===== src/source/rans_pkg.sv =====
`default_nettype none

package rans_pkg;

	// ========================================================================
	// coder constants
	// ========================================================================

	// probability scale, frequencies sum to PROB_SCALE
	localparam int SCALE_BITS = 8;
	localparam int PROB_SCALE = 1 << SCALE_BITS;

	// normalised state lives in [1 << RANS_L_SHIFT, 1 << STATE_BITS)
	localparam int RANS_L_SHIFT = 23;
	localparam int STATE_BITS = 32;

	// byte alphabet
	localparam int NUM_SYMBOLS = 256;

	// ========================================================================
	// vector types
	// ========================================================================

	typedef logic [STATE_BITS-1:0] state_t;

	// one extra bit so that a single symbol may own the whole scale
	typedef logic [SCALE_BITS:0] freq_t;

	typedef logic [7:0] sym_t;
	typedef logic [7:0] byte_t;

	// top level control phases
	typedef enum logic [1:0] {
		IDLE,
		BUILDTAB,
		ENCODE,
		FLUSH_WAIT
	} phase_t;

endpackage

`default_nettype wire


===== src/source/freq_table.sv =====
`timescale 1ns/100ps
`default_nettype none

module freq_table import rans_pkg::*; (
	input  logic  clk,
	input  logic  rst,
	input  logic  tbl_valid,
	input  freq_t tbl_freq,
	input  sym_t  rd_sym,
	output freq_t rd_freq,
	output freq_t rd_start,
	output logic  table_done,
	output logic  table_ok
);

	// wide enough for 256 entries of the largest freq_t value
	localparam int SUM_BITS = $clog2(NUM_SYMBOLS) + $bits(freq_t);

	freq_t                freq_mem [NUM_SYMBOLS];
	freq_t                start_mem [NUM_SYMBOLS];
	sym_t                 load_cnt;
	logic [SUM_BITS-1:0]  sum_q;
	logic [SUM_BITS-1:0]  sum_next;
	logic                 last_entry;

	assign sum_next = sum_q + SUM_BITS'(tbl_freq);
	assign last_entry = (load_cnt == sym_t'(NUM_SYMBOLS - 1));

	// ========================================================================
	// load sequencing and sum check
	// ========================================================================
	always_ff @(posedge clk) begin
		if (rst) begin
			load_cnt <= '0;
			sum_q <= '0;
			table_done <= 1'b0;
			table_ok <= 1'b0;
		end else begin
			table_done <= tbl_valid && last_entry;
			if (tbl_valid) begin
				load_cnt <= load_cnt + 1'b1;
				if (last_entry) begin
					// counter wraps, so the next load starts clean
					sum_q <= '0;
					table_ok <= (sum_next == SUM_BITS'(PROB_SCALE));
				end else begin
					sum_q <= sum_next;
				end
			end
		end
	end

	// ========================================================================
	// table storage
	// ========================================================================

	// start of a symbol is the sum of all earlier frequencies
	always_ff @(posedge clk) begin
		if (tbl_valid) begin
			freq_mem[load_cnt] <= tbl_freq;
			start_mem[load_cnt] <= freq_t'(sum_q);
		end
	end

	// registered read port, one cycle latency
	always_ff @(posedge clk) begin
		rd_freq <= freq_mem[rd_sym];
		rd_start <= start_mem[rd_sym];
	end

endmodule

`default_nettype wire


===== src/source/state_divider.sv =====
`timescale 1ns/100ps
`default_nettype none

module state_divider import rans_pkg::*; (
	input  logic   clk,
	input  logic   rst,
	input  logic   div_start,
	input  state_t dividend,
	input  freq_t  divisor,
	output state_t quotient,
	output freq_t  remainder,
	output logic   div_done
);

	localparam int CNT_BITS = $clog2(STATE_BITS);
	localparam int REM_BITS = $bits(freq_t) + 1;

	logic                busy;
	logic [CNT_BITS-1:0] bit_cnt;
	logic [REM_BITS-1:0] part_rem;
	logic [REM_BITS-1:0] shifted;
	logic                fits;
	freq_t               divisor_q;
	state_t              quo_q;

	// next dividend bit enters from the top of the quotient register
	assign shifted = {part_rem[REM_BITS-2:0], quo_q[STATE_BITS-1]};
	assign fits = (shifted >= {1'b0, divisor_q});

	// one bit per cycle, done after the last of STATE_BITS steps
	always_ff @(posedge clk) begin
		if (rst) begin
			busy <= 1'b0;
			bit_cnt <= '0;
			div_done <= 1'b0;
		end else begin
			div_done <= 1'b0;
			if (!busy) begin
				if (div_start) begin
					busy <= 1'b1;
					bit_cnt <= '0;
				end
			end else begin
				bit_cnt <= bit_cnt + 1'b1;
				if (bit_cnt == CNT_BITS'(STATE_BITS - 1)) begin
					busy <= 1'b0;
					div_done <= 1'b1;
				end
			end
		end
	end

	// restoring step
	always_ff @(posedge clk) begin
		if (!busy && div_start) begin
			part_rem <= '0;
			quo_q <= dividend;
			divisor_q <= divisor;
		end else if (busy) begin
			if (fits) begin
				part_rem <= shifted - {1'b0, divisor_q};
			end else begin
				part_rem <= shifted;
			end
			quo_q <= {quo_q[STATE_BITS-2:0], fits};
		end
	end

	assign quotient = quo_q;
	assign remainder = part_rem[REM_BITS-2:0];

endmodule

`default_nettype wire


===== src/source/rans_step.sv =====
`timescale 1ns/100ps
`default_nettype none

module rans_step import rans_pkg::*; (
	input  logic  clk,
	input  logic  rst,
	input  logic  sym_valid,
	input  logic  sym_last,
	input  sym_t  sym_data,
	output logic  sym_ready,
	output sym_t  rd_sym,
	input  freq_t rd_freq,
	input  freq_t rd_start,
	output logic  push,
	output logic  push_last,
	output byte_t push_byte,
	input  logic  room,
	output logic  step_done
);

	localparam state_t X_INIT = state_t'(1) << RANS_L_SHIFT;
	localparam int BOUND_SHIFT = RANS_L_SHIFT + 8 - SCALE_BITS;

	typedef enum logic [2:0] {
		READY,
		LOOKUP,
		RENORM,
		DIVIDE,
		FLUSH
	} step_state_t;

	step_state_t st;
	state_t      x_q;
	state_t      bound;
	state_t      x_div;
	state_t      quotient;
	freq_t       remainder;
	sym_t        sym_q;
	logic        last_q;
	logic [1:0]  flush_cnt;
	logic        need_renorm;
	logic        renorm_push;
	logic        flush_push;
	logic        div_start;
	logic        div_done;

	// ========================================================================
	// datapath
	// ========================================================================

	// state must stay below freq << BOUND_SHIFT before the division
	assign bound = state_t'(rd_freq) << BOUND_SHIFT;
	assign need_renorm = (x_q >= bound);

	// x' = (x / freq) << SCALE_BITS + x % freq + start
	assign x_div = (quotient << SCALE_BITS) + state_t'(remainder) + state_t'(rd_start);

	assign renorm_push = (st == RENORM) && need_renorm && room;
	assign flush_push = (st == FLUSH) && room;
	assign div_start = (st == RENORM) && !need_renorm;

	assign push = renorm_push || flush_push;
	assign push_byte = x_q[7:0];
	assign push_last = flush_push && (flush_cnt == 2'd3);
	assign step_done = push_last;

	assign sym_ready = (st == READY);
	assign rd_sym = sym_q;

	// ========================================================================
	// step FSM
	// ========================================================================
	always_ff @(posedge clk) begin
		if (rst) begin
			st <= READY;
			x_q <= X_INIT;
			flush_cnt <= '0;
			last_q <= 1'b0;
		end else begin
			unique case (st)
				READY: begin
					if (sym_valid) begin
						last_q <= sym_last;
						st <= LOOKUP;
					end
				end
				// table read in flight
				LOOKUP: st <= RENORM;
				RENORM: begin
					if (renorm_push) begin
						x_q <= x_q >> 8;
					end else if (div_start) begin
						st <= DIVIDE;
					end
				end
				DIVIDE: begin
					if (div_done) begin
						x_q <= x_div;
						flush_cnt <= '0;
						st <= last_q ? FLUSH : READY;
					end
				end
				FLUSH: begin
					// low byte first
					if (flush_push) begin
						flush_cnt <= flush_cnt + 1'b1;
						x_q <= x_q >> 8;
						if (flush_cnt == 2'd3) begin
							x_q <= X_INIT;
							st <= READY;
						end
					end
				end
				default: st <= READY;
			endcase
		end
	end

	// symbol held for the table read and the whole step
	always_ff @(posedge clk) begin
		if (st == READY && sym_valid) begin
			sym_q <= sym_data;
		end
	end

	state_divider state_divider_i (
		.clk       (clk),
		.rst       (rst),
		.div_start (div_start),
		.dividend  (x_q),
		.divisor   (rd_freq),
		.quotient  (quotient),
		.remainder (remainder),
		.div_done  (div_done)
	);

endmodule

`default_nettype wire


===== src/source/byte_queue.sv =====
`timescale 1ns/100ps
`default_nettype none

module byte_queue import rans_pkg::*; #(
	parameter int FIFO_DEPTH = 16
) (
	input  logic  clk,
	input  logic  rst,
	input  logic  push,
	input  logic  push_last,
	input  byte_t push_byte,
	output logic  room,
	output logic  m_tvalid,
	output logic  m_tlast,
	input  logic  m_tready,
	output byte_t m_tdata
);

	localparam int PTR_BITS = $clog2(FIFO_DEPTH);

	byte_t               data_mem [FIFO_DEPTH];
	logic                last_mem [FIFO_DEPTH];
	logic [PTR_BITS-1:0] wr_ptr;
	logic [PTR_BITS-1:0] rd_ptr;
	logic [PTR_BITS:0]   fill;
	logic                do_push;
	logic                do_pop;

	assign room = (fill != (PTR_BITS + 1)'(FIFO_DEPTH));
	assign m_tvalid = (fill != '0);
	assign do_push = push && room;
	assign do_pop = m_tvalid && m_tready;

	// head entry
	assign m_tdata = data_mem[rd_ptr];
	assign m_tlast = last_mem[rd_ptr];

	always_ff @(posedge clk) begin
		if (rst) begin
			wr_ptr <= '0;
			rd_ptr <= '0;
			fill <= '0;
		end else begin
			if (do_push) begin
				wr_ptr <= wr_ptr + 1'b1;
			end
			if (do_pop) begin
				rd_ptr <= rd_ptr + 1'b1;
			end
			if (do_push && !do_pop) begin
				fill <= fill + 1'b1;
			end else if (do_pop && !do_push) begin
				fill <= fill - 1'b1;
			end
		end
	end

	always_ff @(posedge clk) begin
		if (do_push) begin
			data_mem[wr_ptr] <= push_byte;
			last_mem[wr_ptr] <= push_last;
		end
	end

endmodule

`default_nettype wire


===== src/source/rans_encoder.sv =====
`timescale 1ns/100ps
`default_nettype none

module rans_encoder import rans_pkg::*; #(
	parameter int FIFO_DEPTH = 16
) (
	input  logic  clk,
	input  logic  rst,
	input  logic  start,
	input  logic  tbl_valid,
	input  freq_t tbl_freq,
	input  logic  s_tvalid,
	output logic  s_tready,
	input  sym_t  s_tdata,
	input  logic  s_tlast,
	output logic  m_tvalid,
	input  logic  m_tready,
	output byte_t m_tdata,
	output logic  m_tlast,
	output logic  table_bad,
	output logic  done
);

	phase_t phase;
	logic   table_done;
	logic   table_ok;
	sym_t   rd_sym;
	freq_t  rd_freq;
	freq_t  rd_start;
	logic   sym_valid;
	logic   sym_ready;
	logic   push;
	logic   push_last;
	byte_t  push_byte;
	logic   room;
	logic   step_done;
	logic   out_last_xfer;

	// symbols only flow while encoding
	assign sym_valid = s_tvalid && (phase == ENCODE);
	assign s_tready = sym_ready && (phase == ENCODE);

	assign table_bad = (phase == BUILDTAB) && table_done && !table_ok;
	assign out_last_xfer = m_tvalid && m_tready && m_tlast;

	// ========================================================================
	// phase FSM
	// ========================================================================
	always_ff @(posedge clk) begin
		if (rst) begin
			phase <= IDLE;
			done <= 1'b0;
		end else begin
			done <= (phase == FLUSH_WAIT) && out_last_xfer;
			unique case (phase)
				IDLE: begin
					if (start) begin
						phase <= BUILDTAB;
					end
				end
				BUILDTAB: begin
					if (table_done) begin
						phase <= table_ok ? ENCODE : IDLE;
					end
				end
				// flush bytes are pushed by the time step_done rises
				ENCODE: begin
					if (step_done) begin
						phase <= FLUSH_WAIT;
					end
				end
				FLUSH_WAIT: begin
					if (out_last_xfer) begin
						phase <= IDLE;
					end
				end
				default: phase <= IDLE;
			endcase
		end
	end

	// ========================================================================
	// datapath
	// ========================================================================
	freq_table freq_table_i (
		.clk        (clk),
		.rst        (rst),
		.tbl_valid  (tbl_valid),
		.tbl_freq   (tbl_freq),
		.rd_sym     (rd_sym),
		.rd_freq    (rd_freq),
		.rd_start   (rd_start),
		.table_done (table_done),
		.table_ok   (table_ok)
	);

	rans_step rans_step_i (
		.clk       (clk),
		.rst       (rst),
		.sym_valid (sym_valid),
		.sym_last  (s_tlast),
		.sym_data  (s_tdata),
		.sym_ready (sym_ready),
		.rd_sym    (rd_sym),
		.rd_freq   (rd_freq),
		.rd_start  (rd_start),
		.push      (push),
		.push_last (push_last),
		.push_byte (push_byte),
		.room      (room),
		.step_done (step_done)
	);

	byte_queue #(
		.FIFO_DEPTH (FIFO_DEPTH)
	) byte_queue_i (
		.clk       (clk),
		.rst       (rst),
		.push      (push),
		.push_last (push_last),
		.push_byte (push_byte),
		.room      (room),
		.m_tvalid  (m_tvalid),
		.m_tlast   (m_tlast),
		.m_tready  (m_tready),
		.m_tdata   (m_tdata)
	);

endmodule

`default_nettype wire


===== config.mk =====
export PLATFORM = sky130hd
export DESIGN_NAME = rans_encoder
export DESIGN_NICKNAME = d
export VERILOG_FILES = /design/src/source/rans_pkg.sv /design/src/source/freq_table.sv /design/src/source/state_divider.sv /design/src/source/rans_step.sv /design/src/source/byte_queue.sv /design/src/source/rans_encoder.sv
export SDC_FILE = /design/constraint.sdc
export NUM_CORES = 2
export LEC_CHECK = 0
export BUFFER_PORTS_ARGS = -buffer_cell sky130_fd_sc_hd__clkbuf_2
export CORE_MARGIN = 10
export CORE_UTILIZATION = 65
export DETAILED_ROUTE_END_ITERATION = 6
export PLACE_DENSITY_LB_ADDON = 0.3
export SLEW_MARGIN = 20
export SYNTH_ARGS = -nofsm -noshare
export SYNTH_HDL_FRONTEND = slang
export SYNTH_MEMORY_MAX_BITS = 65536
export SYNTH_SLANG_ARGS = --single-unit

===== constraint.sdc =====
create_clock -name clk -period 18.7 [get_ports clk]
set_input_delay 5.61 -clock clk [delete_from_list [all_inputs] [get_ports clk]]
set_output_delay 5.61 -clock clk [all_outputs]
set_load 0.005 [all_outputs]

==> results.json <==
{
  "ant_nets": 0,
  "placementRows": 198,
  "numCtsBuffers": 461,
  "ys.warnings.count": 0,
  "drtPass1Iterations": 6,
  "ys.flop_type": "edfxtp_1",
  "clock.fmax_ghz": 0.114,
  "setup_viol": 0,
  "min_period_ps": 8760,
  "yosysTopAreaCellShare_pct": 75.7,
  "synth_edf_count": 4801,
  "fp.dieW_um": 561,
  "cts_resized": 0,
  "synth.most_common_cell": "edfxtp_1",
  "syn_to_final_growth_pct": 11.1,
  "dieArea_mm2": 0.315,
  "startpoint_type": "flip-flop",
  "syn_nets": 8519,
  "tightest_slew_ps": 1450,
  "io_pins": 37,
  "synthDistinctLibCells": 67,
  "cts-htree-levels": 5,
  "required_ps": 13090,
  "cts_tree": "built",
  "status": "completed",
  "overflow": 0,
  "cp.arrival_ps": 3150,
  "drc": 0,
  "crit_type": "reg -> out",
  "detail_route.wl_per_cell_um": 40.1,
  "worstHoldPathType": "reg -> reg",
  "root_buffer": "clkbuf_16",
  "maxSlewViolCount": 0,
  "synth_common_cells": "edfxtp_1, mux4_2, nor2_1",
  "syn_area_per_cell_um2": 22.6,
  "grt_setup_unrepaired": "no",
  "clkTransAtPathRegs_ps": 60,
  "grt_use_total_pct": 32.5,
  "vdd_drop_max_v": 0.000132,
  "syn-cell-area_mm2": 0.190,
  "area.sequential_mm2": 0.147,
  "p_per_area_mw_per_mm2": 107,
  "timing.hold.ws_ps": 436,
  "finalCritPeriodShare_pct": 46.8,
  "viasPerCell": 7.34,
  "synthCells": 8430,
  "coreArea_mm2": 0.291,
  "async_reset_ff_share_pct": 0,
  "cap_violations": 0,
  "place.gp.congestion": 0.902,
  "grt_pass1_vias": 95000,
  "die_y_um": 561,
  "io_buffers": 36,
  "p_leak_nw": 66.8,
  "finClkSkew_ps": 99.0,
  "grt_start_max_net_pins": 209,
  "tns_ps": 0,
  "clock_path_buffers": 4,
  "end_kind": "output pin",
  "hold_buffers": 0,
  "clock_sinks": 4920,
  "ys_ff_latch": 4920,
  "multi_input_area_mm2": 0.0422,
  "synth_top_area_cell": "edfxtp_1",
  "drive_gt1_share_pct": 28.0,
  "grt_pass1_wl_um": 732000,
  "clk_latency_ps": 1040,
  "synth_area_leaders": "edfxtp_1, mux4_2, mux2i_1",
  "hpwl_um": 281000,
  "initial_core_util_pct": 65.4,
  "layout.nets": 8775,
  "total_power_w": 0.0227,
  "wl_um": 521000,
  "cp_max_fo": 36,
  "fillCellCount": 15300,
  "first_iter_violations": 16700,
  "slew_headroom_pct": 2.51,
  "yosysSeqAreaShare_pct": 77.0,
  "antenna_found_initial": 51,
  "dr_total_vias": 95300,
  "post-cts-setup-buffers": 0,
  "hold_viol": 0
}
## path summary, 6_finish.rpt
check | start | end | slack (ps) | cells past startpoint
worst max-delay path | flip-flop | m_tlast | 9940 | 4
worst min-delay path | freq_table_i.rd_freq[5] | rans_step_i.state_divider_i.divisor_q[5] | 440 | 0
worst max register to register | rans_step_i.rd_sym[0] | freq_table_i.rd_freq[1] | 11340 | 10
worst min register to register | freq_table_i.rd_freq[5] | rans_step_i.state_divider_i.divisor_q[5] | 440 | 0
## through the flow
stage	instances	cell area [um2]	worst slack (ps)	util, %
floorplan	8430	190000	10740	-
global placement	12100	196000	9470	67.2
detailed placement	12100	196000	9340	67.2
CTS	13000	211000	9850	72.5
global route	13000	211000	9790	72.6
finish	13000	211000	9940	72.6
## cell families after synthesis
group | after synthesis | synth area share, %
adder cells (fa/ha/maj) | 65 | 0.447
AO/OA/AOI/OAI | 462 | 1.71
AND/OR/NAND/NOR | 716 | 1.74
buffers and inverters | 497 | 1.28
multiplexers | 1710 | 17.6
flip-flops | 4920 | 77.0
XOR/XNOR | 60 | 0.276
## layout make-up
cell class | count | area share, %
clock inverter | 295 | 1.58
antenna | 12 | 0.0142
tap | 3900 | 2.31
timing repair buffer | 249 | 1.01
inverter | 41 | 0.0728
multi-input combinational | 3013 | 19.9
clock buffer | 556 | 5.75
sequential | 4920 | 69.3
## report_power, final
group / switching, W / total (W) / leakage [nW] / internal, W
Clock: 0.00423 / 0.00968 / 7.50 / 0.00544
Sequential: 0.0000740 / 0.0123 / 44.6 / 0.0122
Combinational: 0.000527 / 0.000726 / 14.7 / 0.000198
Total: 0.00484 / 0.0227 / 66.8 / 0.0179
## critical path: stages (launching register included)
cell and delay [ps]:
dfxtp_2 310, buf_4 570, mux4_2 590, mux4_2 540, clkbuf_2 150
## flip-flops by register name (all words and copies together), names as in the netlist, 2 cells and up, named ones only
name and cells:
rans_step_i.state_divider_i.divisor_q 9, freq_table_i.load_cnt 8, freq_table_i.rd_freq 9, rans_step_i.st 3
rans_step_i.x_q 32, rans_step_i.rd_sym 8, byte_queue_i.data_mem 128, rans_step_i.flush_cnt 2
rans_step_i.state_divider_i.quotient 32, freq_table_i.start_mem 2304, byte_queue_i.fill 5, rans_step_i.state_divider_i.part_rem 9
rans_step_i.state_divider_i.bit_cnt 5, freq_table_i.sum_q 17, freq_table_i.rd_start 9, byte_queue_i.wr_ptr 4
freq_table_i.freq_mem 2304, byte_queue_i.rd_ptr 4, byte_queue_i.last_mem 16
## layout by cell type (no fill, tap or decap), types with 23 or more instances in the layout
master and count:
clkinvlp_4 27, clkinv_1 90, buf_4 194, xor2_1 27, o21ai_0 27, nand2_1 68, dfxtp_1 109, nor3_1 33
edfxtp_1 4801, xnor2_1 33, clkbuf_2 26, nor2_1 165, ha_1 60, mux2i_1 374, mux4_2 1305, clkbuf_16 469
a21oi_1 70, nand2b_1 42, inv_1 41, a211oi_1 40, nand4_1 54, mux2_2 31, o211ai_1 40, a221oi_1 23
a22oi_1 141, clkbuf_1 77, nor2_2 202, bufinv_16 57, clkinv_2 85, o22ai_1 37
## per-layer routing
| layer | part of all wire [%] | track usage [%] |
|---|---|---|
| met5 | 0.076 | 0 |
| met4 | 6.4 | 16.2 |
| met3 | 14 | 8.70 |
| met2 | 47 | 49.9 |
| met1 | 33 | 44.1 |
Power figures use the tool's default switching activity.
